File: config.mk
export PLATFORM = sky130hd
export DESIGN_NAME = exec_unit_flat
export DESIGN_NICKNAME = d
export VERILOG_FILES = /design/src/logic/rv_pkg.sv /design/src/logic/mem_if.sv /design/src/logic/exec_unit.sv /design/src/flat_wrapper.sv
export SDC_FILE = /design/constraint.sdc
export NUM_CORES = 1
export LEC_CHECK = 0
export BUFFER_PORTS_ARGS = -buffer_cell sky130_fd_sc_hd__buf_2
export CAP_MARGIN = 20
export CORE_MARGIN = 2
export CORE_UTILIZATION = 41
export CTS_CLUSTER_DIAMETER = 30
export DETAILED_ROUTE_END_ITERATION = 8
export PLACE_DENSITY = 0.72
export SYNTH_ARGS = -nofsm -noshare
export SYNTH_HDL_FRONTEND = slang
export SYNTH_SLANG_ARGS = --single-unit
File: constraint.sdc
create_clock -name clk_i -period 4.2 [get_ports clk_i]
set_input_delay 0.21 -clock clk_i [delete_from_list [all_inputs] [get_ports clk_i]]
set_output_delay 0.21 -clock clk_i [all_outputs]
set_load 0.005 [all_outputs]
File: src/logic/rv_pkg.sv
// rv32i subset only: word accesses, no csr, no exceptions; unknown opcodes retire as no-ops
`default_nettype none

package rv_pkg;

    localparam int xlen_c       = 32;
    localparam int reg_addr_w_c = 5;

    // major opcodes of the subset
    typedef enum logic [6:0] {
        OPC_OP     = 7'b0110011,
        OPC_OP_IMM = 7'b0010011,
        OPC_LUI    = 7'b0110111,
        OPC_LOAD   = 7'b0000011,
        OPC_STORE  = 7'b0100011,
        OPC_BRANCH = 7'b1100011,
        OPC_JAL    = 7'b1101111
    } opcode_t;

    typedef enum logic [2:0] {
        ALU_ADD,
        ALU_SUB,
        ALU_AND,
        ALU_OR,
        ALU_XOR,
        ALU_SLT,
        ALU_PASS_B
    } alu_op_t;

    typedef struct packed {
        alu_op_t                 alu_op;
        logic [reg_addr_w_c-1:0] rs1;
        logic [reg_addr_w_c-1:0] rs2;
        logic [reg_addr_w_c-1:0] rd;
        logic [xlen_c-1:0]       imm;
        logic                    use_imm;
        logic                    reg_write;
        logic                    is_load;
        logic                    is_store;
        logic                    is_branch;
        logic                    is_jal;
        logic                    branch_ne;
    } decoded_t;

endpackage

`default_nettype wire

File: src/logic/mem_if.sv
// word-addressed memory port; a read's rdata follows its accepted request by exactly one cycle
`timescale 1ns/1ps
`default_nettype none

interface mem_if #(
    parameter int mem_addr_w = 10
);
    import rv_pkg::*;

    logic                  req;
    logic                  we;
    logic [mem_addr_w-1:0] addr;
    logic [xlen_c-1:0]     wdata;
    logic                  gnt;
    logic                  rvalid;
    logic [xlen_c-1:0]     rdata;

    // accepted when req and gnt are both high
    modport requester (
        output req, we, addr, wdata,
        input  gnt, rvalid, rdata
    );

    modport responder (
        input  req, we, addr, wdata,
        output gnt, rvalid, rdata
    );

endinterface

`default_nettype wire

File: src/logic/exec_unit.sv
// single-stage execute; stores rely on data always winning arbitration, loads take two extra cycles
`timescale 1ns/1ps
`default_nettype none

module exec_unit #(
    parameter int mem_addr_w = 10
)
(
    input  logic                            clk_i,
    input  logic                            arst_n_i,
    input  logic [rv_pkg::xlen_c-1:0]       instr_i,
    input  logic [rv_pkg::xlen_c-1:0]       instr_pc_i,
    input  logic                            instr_valid_i,
    output logic [rv_pkg::reg_addr_w_c-1:0] rs1_addr_o,
    output logic [rv_pkg::reg_addr_w_c-1:0] rs2_addr_o,
    input  logic [rv_pkg::xlen_c-1:0]       rs1_data_i,
    input  logic [rv_pkg::xlen_c-1:0]       rs2_data_i,
    output logic                            rd_we_o,
    output logic [rv_pkg::reg_addr_w_c-1:0] rd_addr_o,
    output logic [rv_pkg::xlen_c-1:0]       rd_data_o,
    mem_if.requester                        mem,
    output logic                            stall_o,
    output logic                            redirect_o,
    output logic [rv_pkg::xlen_c-1:0]       redirect_pc_o,
    output logic                            retire_valid_o,
    output logic [rv_pkg::xlen_c-1:0]       retire_pc_o
);
    import rv_pkg::*;

    typedef enum logic [1:0] {S_IDLE, S_REQ, S_WAIT} state_t;

    state_t                  state_q;
    decoded_t                dec;
    logic [xlen_c-1:0]       op_b;
    logic [xlen_c-1:0]       alu_res;
    logic [xlen_c-1:0]       pc_plus4;
    logic [reg_addr_w_c-1:0] ld_rd_q;
    logic [xlen_c-1:0]       ld_pc_q;
    logic [mem_addr_w-1:0]   ld_addr_q;
    logic                    issue;
    logic                    take_branch;
    logic                    ld_done;

    function automatic alu_op_t alu_from_funct(input logic [2:0] f3, input logic sub);
        case (f3)
            3'b000:  return sub ? ALU_SUB : ALU_ADD;
            3'b010:  return ALU_SLT;
            3'b100:  return ALU_XOR;
            3'b110:  return ALU_OR;
            3'b111:  return ALU_AND;
            default: return ALU_ADD;
        endcase
    endfunction

    function automatic decoded_t decode(input logic [xlen_c-1:0] ins);
        decoded_t d;
        opcode_t  opc;
        d      = '0;
        opc    = opcode_t'(ins[6:0]);
        d.rs1  = ins[19:15];
        d.rs2  = ins[24:20];
        d.imm  = {{20{ins[31]}}, ins[31:20]};
        case (opc)
            OPC_OP: begin
                d.alu_op    = alu_from_funct(ins[14:12], ins[30]);
                d.reg_write = 1'b1;
            end
            OPC_OP_IMM: begin
                d.alu_op    = alu_from_funct(ins[14:12], 1'b0);
                d.use_imm   = 1'b1;
                d.reg_write = 1'b1;
            end
            OPC_LUI: begin
                d.alu_op    = ALU_PASS_B;
                d.imm       = {ins[31:12], 12'b0};
                d.use_imm   = 1'b1;
                d.reg_write = 1'b1;
            end
            OPC_LOAD: begin
                d.use_imm   = 1'b1;
                d.reg_write = 1'b1;
                d.is_load   = 1'b1;
            end
            OPC_STORE: begin
                d.imm      = {{20{ins[31]}}, ins[31:25], ins[11:7]};
                d.use_imm  = 1'b1;
                d.is_store = 1'b1;
            end
            OPC_BRANCH: begin
                d.imm       = {{19{ins[31]}}, ins[31], ins[7], ins[30:25], ins[11:8], 1'b0};
                d.is_branch = 1'b1;
                d.branch_ne = ins[12];
            end
            OPC_JAL: begin
                d.imm       = {{11{ins[31]}}, ins[31], ins[19:12], ins[20], ins[30:21], 1'b0};
                d.reg_write = 1'b1;
                d.is_jal    = 1'b1;
            end
            default: ;
        endcase
        // rd only reported when the instruction writes
        if (d.reg_write) begin
            d.rd = ins[11:7];
        end
        return d;
    endfunction

    assign dec        = decode(instr_i);
    assign rs1_addr_o = dec.rs1;
    assign rs2_addr_o = dec.rs2;
    assign issue      = instr_valid_i & (state_q == S_IDLE);
    assign op_b       = dec.use_imm ? dec.imm : rs2_data_i;
    assign pc_plus4   = instr_pc_i + 32'd4;

    always_comb begin
        case (dec.alu_op)
            ALU_SUB:    alu_res = rs1_data_i - op_b;
            ALU_AND:    alu_res = rs1_data_i & op_b;
            ALU_OR:     alu_res = rs1_data_i | op_b;
            ALU_XOR:    alu_res = rs1_data_i ^ op_b;
            ALU_SLT:    alu_res = {{(xlen_c-1){1'b0}}, $signed(rs1_data_i) < $signed(op_b)};
            ALU_PASS_B: alu_res = op_b;
            default:    alu_res = rs1_data_i + op_b;
        endcase
    end

    assign take_branch   = dec.is_branch & ((rs1_data_i == rs2_data_i) ^ dec.branch_ne);
    assign redirect_o    = issue & (take_branch | dec.is_jal);
    assign redirect_pc_o = instr_pc_i + dec.imm;

    // store goes out directly, load waits one cycle in S_REQ
    assign mem.req   = (state_q == S_REQ) | (issue & dec.is_store);
    assign mem.we    = (state_q == S_IDLE);
    assign mem.addr  = (state_q == S_REQ) ? ld_addr_q : alu_res[mem_addr_w+1:2];
    assign mem.wdata = rs2_data_i;

    assign ld_done = (state_q == S_WAIT) & mem.rvalid;
    assign stall_o = (issue & dec.is_load) | (state_q == S_REQ) | ((state_q == S_WAIT) & ~mem.rvalid);

    always_ff @(posedge clk_i or negedge arst_n_i) begin
        if (!arst_n_i) begin
            state_q <= S_IDLE;
        end else begin
            case (state_q)
                S_IDLE:  if (issue && dec.is_load) state_q <= S_REQ;
                S_REQ:   if (mem.gnt) state_q <= S_WAIT;
                S_WAIT:  if (mem.rvalid) state_q <= S_IDLE;
                default: state_q <= S_IDLE;
            endcase
        end
    end

    always_ff @(posedge clk_i) begin
        if (issue && dec.is_load) begin
            ld_rd_q   <= dec.rd;
            ld_pc_q   <= instr_pc_i;
            ld_addr_q <= alu_res[mem_addr_w+1:2];
        end
    end

    // writeback, x0 writes reported with we low
    assign rd_addr_o = ld_done ? ld_rd_q : dec.rd;
    assign rd_data_o = ld_done ? mem.rdata : (dec.is_jal ? pc_plus4 : alu_res);
    assign rd_we_o   = ((issue & dec.reg_write & ~dec.is_load) | ld_done) & (rd_addr_o != '0);

    assign retire_valid_o = (issue & ~dec.is_load & (~dec.is_store | mem.gnt)) | ld_done;
    assign retire_pc_o    = ld_done ? ld_pc_q : instr_pc_i;

endmodule

`default_nettype wire

File: src/flat_wrapper.sv
// flat-port wrapper written by rule: the top's interface ports become plain ports
module exec_unit_flat import rv_pkg::*;
#(
    parameter int mem_addr_w = 10
)
  (clk_i, arst_n_i, instr_i, instr_pc_i, instr_valid_i, rs1_addr_o, rs2_addr_o, rs1_data_i, rs2_data_i, rd_we_o, rd_addr_o, rd_data_o, stall_o, redirect_o, redirect_pc_o, retire_valid_o, retire_pc_o, mem_req, mem_we, mem_addr, mem_wdata, mem_gnt, mem_rvalid, mem_rdata);
  mem_if #(.mem_addr_w(mem_addr_w)) mem_i ();
  input  logic clk_i;
  input  logic arst_n_i;
  input  logic [rv_pkg::xlen_c-1:0] instr_i;
  input  logic [rv_pkg::xlen_c-1:0] instr_pc_i;
  input  logic instr_valid_i;
  output logic [rv_pkg::reg_addr_w_c-1:0] rs1_addr_o;
  output logic [rv_pkg::reg_addr_w_c-1:0] rs2_addr_o;
  input  logic [rv_pkg::xlen_c-1:0] rs1_data_i;
  input  logic [rv_pkg::xlen_c-1:0] rs2_data_i;
  output logic rd_we_o;
  output logic [rv_pkg::reg_addr_w_c-1:0] rd_addr_o;
  output logic [rv_pkg::xlen_c-1:0] rd_data_o;
  output logic stall_o;
  output logic redirect_o;
  output logic [rv_pkg::xlen_c-1:0] redirect_pc_o;
  output logic retire_valid_o;
  output logic [rv_pkg::xlen_c-1:0] retire_pc_o;
  output wire logic [$bits(mem_i.req)-1:0] mem_req;
  output wire logic [$bits(mem_i.we)-1:0] mem_we;
  output wire logic [$bits(mem_i.addr)-1:0] mem_addr;
  output wire logic [$bits(mem_i.wdata)-1:0] mem_wdata;
  input wire logic [$bits(mem_i.gnt)-1:0] mem_gnt;
  input wire logic [$bits(mem_i.rvalid)-1:0] mem_rvalid;
  input wire logic [$bits(mem_i.rdata)-1:0] mem_rdata;
  assign mem_req = mem_i.req;
  assign mem_we = mem_i.we;
  assign mem_addr = mem_i.addr;
  assign mem_wdata = mem_i.wdata;
  assign mem_i.gnt = mem_gnt;
  assign mem_i.rvalid = mem_rvalid;
  assign mem_i.rdata = mem_rdata;
  exec_unit #(.mem_addr_w(mem_addr_w)) u_core (.clk_i(clk_i), .arst_n_i(arst_n_i), .instr_i(instr_i), .instr_pc_i(instr_pc_i), .instr_valid_i(instr_valid_i), .rs1_addr_o(rs1_addr_o), .rs2_addr_o(rs2_addr_o), .rs1_data_i(rs1_data_i), .rs2_data_i(rs2_data_i), .rd_we_o(rd_we_o), .rd_addr_o(rd_addr_o), .rd_data_o(rd_data_o), .mem(mem_i), .stall_o(stall_o), .redirect_o(redirect_o), .redirect_pc_o(redirect_pc_o), .retire_valid_o(retire_valid_o), .retire_pc_o(retire_pc_o));
endmodule
Word level (Yosys, flattened, before mapping)
Cells that the tools add are included.
{ "totals": {"input_bits": 165, "elab_cells": 89, "regBits": 49, "output_inout_bits": 159} }
{ "classes": {"reduce_logical": 7, "n_eq_ne": 23, "n_bitwise": 26, "n_lt_le_gt_ge": 1, "add_sub_neg": 4, "mux": 24} }
{ "ops": {"columns": ["operator", "count"], "rows": [
  ["32-bit case mux with 6 select lines", 1],
  ["32-bit 2-to-1 mux", 4],
  ["31-bit case mux with 4 select lines", 1],
  ["32-bit adder", 2],
  ["32-bit by 3-bit adder with 32-bit output (second input constant)", 1],
  ["32-bit bitwise AND", 1],
  ["32-bit == test", 1],
  ["32-bit < comparator", 1],
  ["32-bit OR", 1],
  ["32-bit subtractor", 1],
  ["32-bit bitwise XOR", 1],
  ["7-bit by 6-bit == test with 1-bit output (second input constant)", 3],
  ["3-bit == test (second input constant)", 6],
  ["3-bit case mux with 5 select lines", 1],
  ["7-bit == test (second input constant)", 2],
  ["1-bit bitwise AND", 12],
  ["3-bit case mux with 4 select lines", 1],
  ["10-bit 2-to-1 mux", 1],
  ["5-bit 2-to-1 mux", 2],
  ["3-bit by 2-bit == test with 1-bit output (second input constant)", 3],
  ["3-bit case mux with 3 select lines", 1],
  ["1-bit 2-to-1 mux", 8],
  ["7-bit by 2-bit == test with 1-bit output (second input constant)", 1],
  ["7-bit by 5-bit == test with 1-bit output (second input constant)", 1],
  ["17 further kinds", 28]
]} }

Depth between registers and ports, before layout
Gate-level depths: netlist of the first run.
{ "logic_depth": {"depth_word": 8, "mapped_depth": 22, "mapped_depth_nobuf": 19} }

Worst setup path before layout of the first run
OpenSTA, ideal clock, no wires.
{ "synth_timing": {"path_kind": "in2out", "startpoint": "input instr_i[2] in the netlist's numbering", "endpoint": "output rd_data_o[31] in the netlist's numbering", "required_time_ns": 3.990, "setup_slack_ns": -0.062, "n_path_buf": 5, "arrival_ns": 4.052, "stages": 22, "cell_sequence": "buf_2 > nand3_1 > or2_1 > clkbuf_1 > clkbuf_1 > and3_1 > clkbuf_1 > a21oi_1 > o21ai_0 > inv_1 > ha_1 > buf_6 > nand2b_4 > a221oi_2 > o41ai_2 > a21bo_2 > a31oi_4 > a2111o_1 > a211oi_2 > o31a_1 > o21ai_1 > a211oi_2"} }
{ "synth_via": {"elab_chain_cells": 8, "elab_cells_between_ends": 27} }
{ "synth_lines": {"columns": ["item", "line_no", "source"], "rows": [
  ["start, declared", "flat_wrapper.sv:10", "input logic [rv_pkg::xlen_c-1:0] instr_i;"],
  ["7-bit by 5-bit == test with 1-bit output (tied with other cells)", "exec_unit.sv:63", "case (opc)"],
  ["4-bit OR reduction (no source line)", null, null],
  ["1-bit 2-to-1 mux", "exec_unit.sv:63", null],
  ["32-bit 2-to-1 mux", "exec_unit.sv:112", "assign op_b = dec.use_imm ? dec.imm : rs2_data_i;"],
  ["32-bit adder (tied with other cells)", "exec_unit.sv:123", "default: alu_res = rs1_data_i + op_b;"],
  ["32-bit case mux with 6 select lines", "exec_unit.sv:116", "case (dec.alu_op)"],
  ["32-bit 2-to-1 mux * (2 in series)", "exec_unit.sv:163", "assign rd_data_o = ld_done ? mem.rdata : (dec.is_jal ? pc_plus4 : alu_res);"],
  ["end, declared", "flat_wrapper.sv:19", "output logic [rv_pkg::xlen_c-1:0] rd_data_o;"]
]} }
Every way passes the cells marked *; elsewhere a longest branch is shown, timed or not.

Worst setup path in the final report of the first run
{ "layout_timing": {"startpoint": "input instr_i[4] in the netlist's numbering", "endpoint": "output rd_data_o[18] in the netlist's numbering"} }
Same word-level chain as after synthesis.

==> results of run 1 <==
## cells in the final DEF, fill, tap and decap left out, drive strengths merged, types with 11 or more instances in the layout
cell type and instances:
a211oi 30, mux2 11, xnor2 77, nor2 131, and3 15, a31oi 15, a21o 47, edfxtp 47
nand2b 12, o21ai 116, nor2b 14, nand2 250, xor2 16, a221oi 20, ha 128, nor3 27
o22ai 18, nand4 23, o21bai 17, inv 133, buf 724, o211ai 16, nand3 41, a21oi 138
## critical path, cell delays in order
cell      delay, ns
buf_6          0.10
buf_4          0.14
nand3_2        0.09
or2_4          0.18
buf_12         0.14
nand2_1        0.17
o21ai_0        0.33
inv_1          0.12
ha_1           0.23
or4_4          0.50
o21a_4         0.22
buf_6          0.12
o21ai_2        0.12
nand2b_1       0.11
a211oi_2       0.24
buf_4          0.15
nor2_1         0.05
o31ai_1        0.29
o211ai_1       0.25
buf_4          0.23
a22o_1         0.17
buf_2          0.12
## state kept, by name, indices dropped and copies added (netlist names)
name and flops:
u_core.ld_addr_q 10, u_core.state_q 2, u_core.ld_rd_q 5, u_core.ld_pc_q 32
## cell type report
| class | count | area, um2 |
|---|---|---|
| inverters | 133 | 509 |
| diodes | 3 | 7.51 |
| well taps | 372 | 465 |
| clock inverters | 3 | 43.8 |
| multi-input cells | 1324 | 10100 |
| flip-flops and latches | 49 | 1460 |
| repair buffers | 726 | 4850 |
| fillers | 2447 | 9520 |
| clock buffers | 5 | 125 |
## cell families after synthesis
kind of cell             share of synthesized area
AND/OR/NAND/NOR                              0.229
XOR/XNOR                                    0.0716
multiplexers                                0.0144
flip-flops                                   0.128
AO/OA/AOI/OAI                                0.307
buffers and inverters                        0.103
adder cells (fa/ha/maj)                      0.146
## worst max path at each step
stage / start / endpoint / slack [ns] / depth (start not counted)
2_1_floorplan: instr_i[2] / rd_data_o[31] / 0.02 / 19
3_3_place_gp: instr_i[4] / rd_data_o[31] / -0.46 / 21
3_5_place_dp: instr_i[4] / rd_data_o[16] / -0.51 / 23
4_1_cts: instr_i[4] / rd_data_o[18] / -0.21 / 26
5_1_grt: instr_i[4] / rd_data_o[31] / -0.54 / 22
6_report: instr_i[4] / rd_data_o[18] / -0.30 / 22
## metal layers
layer	vias up	wire, um	global-route usage
met2	963	26800	0.630
met5	-	0	0
met3	246	5550	0.0585
met1	7271	22900	0.473
li1	6980	-	-
met4	0	4730	0.265
## power breakdown
part / total [mW] / leakage, nW / internal (mW) / switching, mW
Sequential: 0.540 / 0.443 / 0.539 / 0.000456
Combinational: 2.46 / 7.94 / 1.17 / 1.30
Clock: 0.484 / 0.0842 / 0.283 / 0.201
Total: 3.49 / 8.46 / 1.99 / 1.50
## what timing repair did
item | in CTS | in global routing
endpoints found under the setup margin | 34 | 45
gates resized for setup | 198 | 159
pin swaps | 94 | 81
buffers inserted | 33 | 38
hold buffers | 1 | 0
cloned | 2 | 0
endpoints found under the hold margin | 2 | 0
==> results.yml, run 1 <==
synthesis:
  synth_ff_type: "edfxtp_1"
  synth_edf_count: 47
  synth_area_mm2: 0.0114
  yosys_warnings: 0
  synthTopCellsByCount: "nand2_1, a21oi_1, inv_1"
  synth_nets: 1930
  yosysTopAreaCellShare: 0.141
  yosysSeqAreaShare: 0.128
  yosysUniqueCellTypes: 96
  syn_area_per_cell_um2: 6.96
  netlist_instances: 1634
  yosysTopAreaCell: "ha_1"
  synth.most_common_cell: "nand2_1"
  ys_async_sr_fraction: 0.0408
  ys_ff_latch: 49
  ys_top_cells_by_area: "ha_1, edfxtp_1, nand2_1"
sta:
  timing.slew.headroom: 0.367
  post-route-min-period_ns: 4.50
  holdWs_ns: 0.148
  setup_violations: 21
  rsz0062_at_grt: "true"
  fin_skew_ns: 0.00898
  fmax_mhz: 222
  worst_slew_pin_slew_ns: 0.947
  totalNegativeSetupSlack_ns: -2.26
  fin_crit_sh: 1.07
  setup_ws_ns: -0.304
  drv_slew: 0
  hold_viol: 0
place:
  placed_cells: 2533
  placed_area_mm2: 0.0153
  post-place-ws_ns: -0.506
  portBuffers: 323
  dpl.hpwl_um: 47700
  gp_congestion: 1.05
outcome:
  violations: "setup timing"
  outcome: "finished, violations left"
floorplan:
  dieArea_mm2: 0.0291
  pin_count: 324
  core_area_mm2: 0.0271
  start_util: 0.420
  die_width_um: 171
  fp.dieH_um: 171
  row_count: 60
grt:
  grt_max_degree: 55
  track_usage: 0.388
  antenna_found_initial: 3
  grt_overflow: 0
  first_global_vias: 14236
  grt_first_pass_wirelength_um: 85100
setup_path:
  reg2reg_slack_ns: 2.16
  r2r-end: "u_core.ld_pc_q[23]"
  required_ns: 3.99
  reg2regPathDepth: 5
  setup.worst_path.end_class: "primary output"
  path_max_fanout: 6
  cp-start-kind: "input pin"
  crit_arrival_ns: 4.29
  r2r_start: "u_core.state_q[1]"
  criticalPathCategory: "input pin to primary output"
power_and_ir_drop:
  p_total_mw: 3.49
  p_per_area_mw_per_mm2: 198
  leakage_nw: 8.46
  ir_worst_vdd_mv: 0.152
clocking:
  clockBufferDepth: 2
  tritoncts: "built"
  cts-root-buf: "clkbuf_16"
  numCtsBuffers: 5
  cts.sinks: 49
  path_clk_slew_ns: 0.07
  htreeDepth: 2
  clock_latency_ns: 0.30
finish:
  fin_util: 0.649
  final_cell_count_no_fill: 2615
  area_delta_synth_final_pct: 54.5
  nNetsFinal: 2535
  post-route-cell-area_mm2: 0.0176
  drive_gt1_frac: 0.442
worst_hold_path:
  min_from: "mem_gnt"
  worst_hold_path.endpoint: "u_core.state_q[1]"
  holdCritPathClass: "input pin to flip-flop"
  min_delay_path_depth: 3
route:
  avgViaCountPerCell: 5.91
  wirelength_um: 60000
  antenna_left: 0
  remaining_drc_errors: 0
  drt-pass1-iter-count: 5
  wl_per_cell_um: 22.9
  drtIter0Drc: 1552
  vias: 15460
job:
  cap_viol_max_count: 0
No activity file was read; power rests on OpenSTA's default activity.
==> run 2, diff against run 1 <==
Settings changed: CTS_CLUSTER_SIZE set to 14, SKIP_CTS_REPAIR_TIMING set to 1.
==> results.yml, run 2 (same netlist as run 1, synthesis figures left out) <==
finish:
  final_common_cell: "buf_4"
  largest_reg_flops: 32
  multiInputGateArea_mm2: 0.0103
  area_delta_synth_final_pct: 56.1
  seqCellArea_mm2: 0.00146
  fill_cells: 2409
  largestRegisters: "u_core.ld_pc_q: 32 flops, u_core.ld_addr_q: 10 flops, u_core.ld_rd_q: 5 flops"
  most-common-layout-cells: "buf_4, buf_2, nand2_1"
  final_cell_count_no_fill: 2600
  nNetsFinal: 2521
  regMostFlops: "u_core.ld_pc_q"
  post-route-cell-area_mm2: 0.0178
  drive_gt1_frac: 0.447
sta:
  fin_crit_sh: 1.06
  worst_slew_pin_slew_ns: 0.983
  fmax_mhz: 225
  setup_violations: 15
  setup_ws_ns: -0.239
  holdWs_ns: 0.143
  post-route-min-period_ns: 4.44
  fin_skew_ns: 0.0105
  timing.slew.headroom: 0.343
  hold_viol: 0
  rsz0062_at_grt: "true"
  drv_slew: 0
worst_hold_path:
  holdCritPathClass: "input pin to flip-flop"
setup_path:
  cp-start-kind: "input pin"
  setup.worst_path.end_class: "primary output"
  r2r-end: "u_core.ld_pc_q[23]"
  required_ns: 3.99
  criticalPathCategory: "input pin to primary output"
  reg2regPathDepth: 5
  endpoint: "rd_data_o[18]"
  reg2reg_slack_ns: 2.17
  r2r_start: "u_core.state_q[1]"
  path_max_fanout: 7
  crit_arrival_ns: 4.23
  crit_start: "instr_i[3]"
power_and_ir_drop:
  p_per_area_mw_per_mm2: 198
  leakage_nw: 8.42
  ir_worst_vdd_mv: 0.148
  p_total_mw: 3.52
route:
  vias: 15314
  avgViaCountPerCell: 5.89
  drtIter0Drc: 1647
  remaining_drc_errors: 0
  antenna_left: 0
  drt-pass1-iter-count: 6
  wirelength_um: 59700
  wl_per_cell_um: 23.0
outcome:
  violations: "setup timing"
  outcome: "finished, violations left"
place:
  placed_cells: 2533
  post-place-ws_ns: -0.506
  portBuffers: 323
  placed_area_mm2: 0.0153
  dpl.hpwl_um: 47700
  gp_congestion: 1.05
clocking:
  htreeDepth: 2
  cts.sinks: 49
  clockBufferDepth: 2
  tritoncts: "built"
  path_clk_slew_ns: 0.07
  clock_latency_ns: 0.30
  numCtsBuffers: 5
  cts-root-buf: "clkbuf_16"
floorplan:
  die_width_um: 171
  dieArea_mm2: 0.0291
  core_area_mm2: 0.0271
  row_count: 60
  start_util: 0.420
  pin_count: 324
  fp.dieH_um: 171
grt:
  grt_max_degree: 55
  grt_overflow: 0
  track_usage: 0.377
  antenna_found_initial: 3
  first_global_vias: 13819
  grt_first_pass_wirelength_um: 82700
job:
  cap_viol_max_count: 0
-- run 2: cell count changes in the layout (fill, tap and decap cells not counted), sizes merged --
| cell | delta |
|---|---|
| buf | -16 |
| clkbuf | +2 |
| clkinv | +1 |
| diode | -1 |
| inv | -1 |
-- run 2: worst min path at each step --
stage	from	to	slack (ns)	depth (start not counted)
floorplan	arst_n_i	u_core.state_q[0]	-0.09	0
global placement	arst_n_i	u_core.state_q[0]	-0.004	1
detailed placement	arst_n_i	u_core.state_q[1]	-0.004	1
CTS	arst_n_i	u_core.state_q[1]	-0.33	1
global route	instr_pc_i[24]	u_core.ld_pc_q[24]	0.16	1
finish	mem_gnt	u_core.state_q[1]	0.14	3
-- run 2: layout make-up --
cell class,instances,area share
Clock inverter,3,0.00247
Inverter,133,0.0287
Sequential cell,49,0.0823
Multi-Input combinational cell,1324,0.580
Antenna cell,2,0.000282
Tap cell,372,0.0262
Clock buffer,5,0.00705
Timing Repair Buffer,712,0.273
-- run 2: critical path: stages --
cell,delay [ns]
buf_6,0.10
nand4bb_4,0.23
buf_6,0.15
a21o_1,0.22
buf_6,0.17
o21ai_2,0.16
inv_2,0.08
ha_4,0.32
nor2b_1,0.08
or4_4,0.43
o21a_4,0.24
buf_6,0.12
o21ai_2,0.10
nand2b_1,0.12
a211oi_2,0.22
buf_4,0.15
nor2_1,0.05
o31ai_1,0.29
o211ai_1,0.23
buf_4,0.22
a22o_1,0.19
buf_2,0.12
-- run 2: power by group --
part	switching, mW	internal, mW
sequential	0.000467	0.539
clock	0.198	0.283
combinational	1.31	1.18
-- run 2: layer usage --
metal  up-vias  global-route usage  share of wire
met5         -                   0        0.00027
met4         2               0.237          0.075
li1       6964                   -              -
met1      7207               0.466           0.38
met3       218              0.0564          0.092
met2       923               0.615           0.45
-- run 2: metrics by stage --
step                      setup TNS (ns)   util
after floorplan                        0      -
after detailed placement           -8.65  0.565
final                              -1.57  0.655
after global placement             -6.76  0.565
after global routing               -4.92  0.655
after CTS                          -9.47  0.571
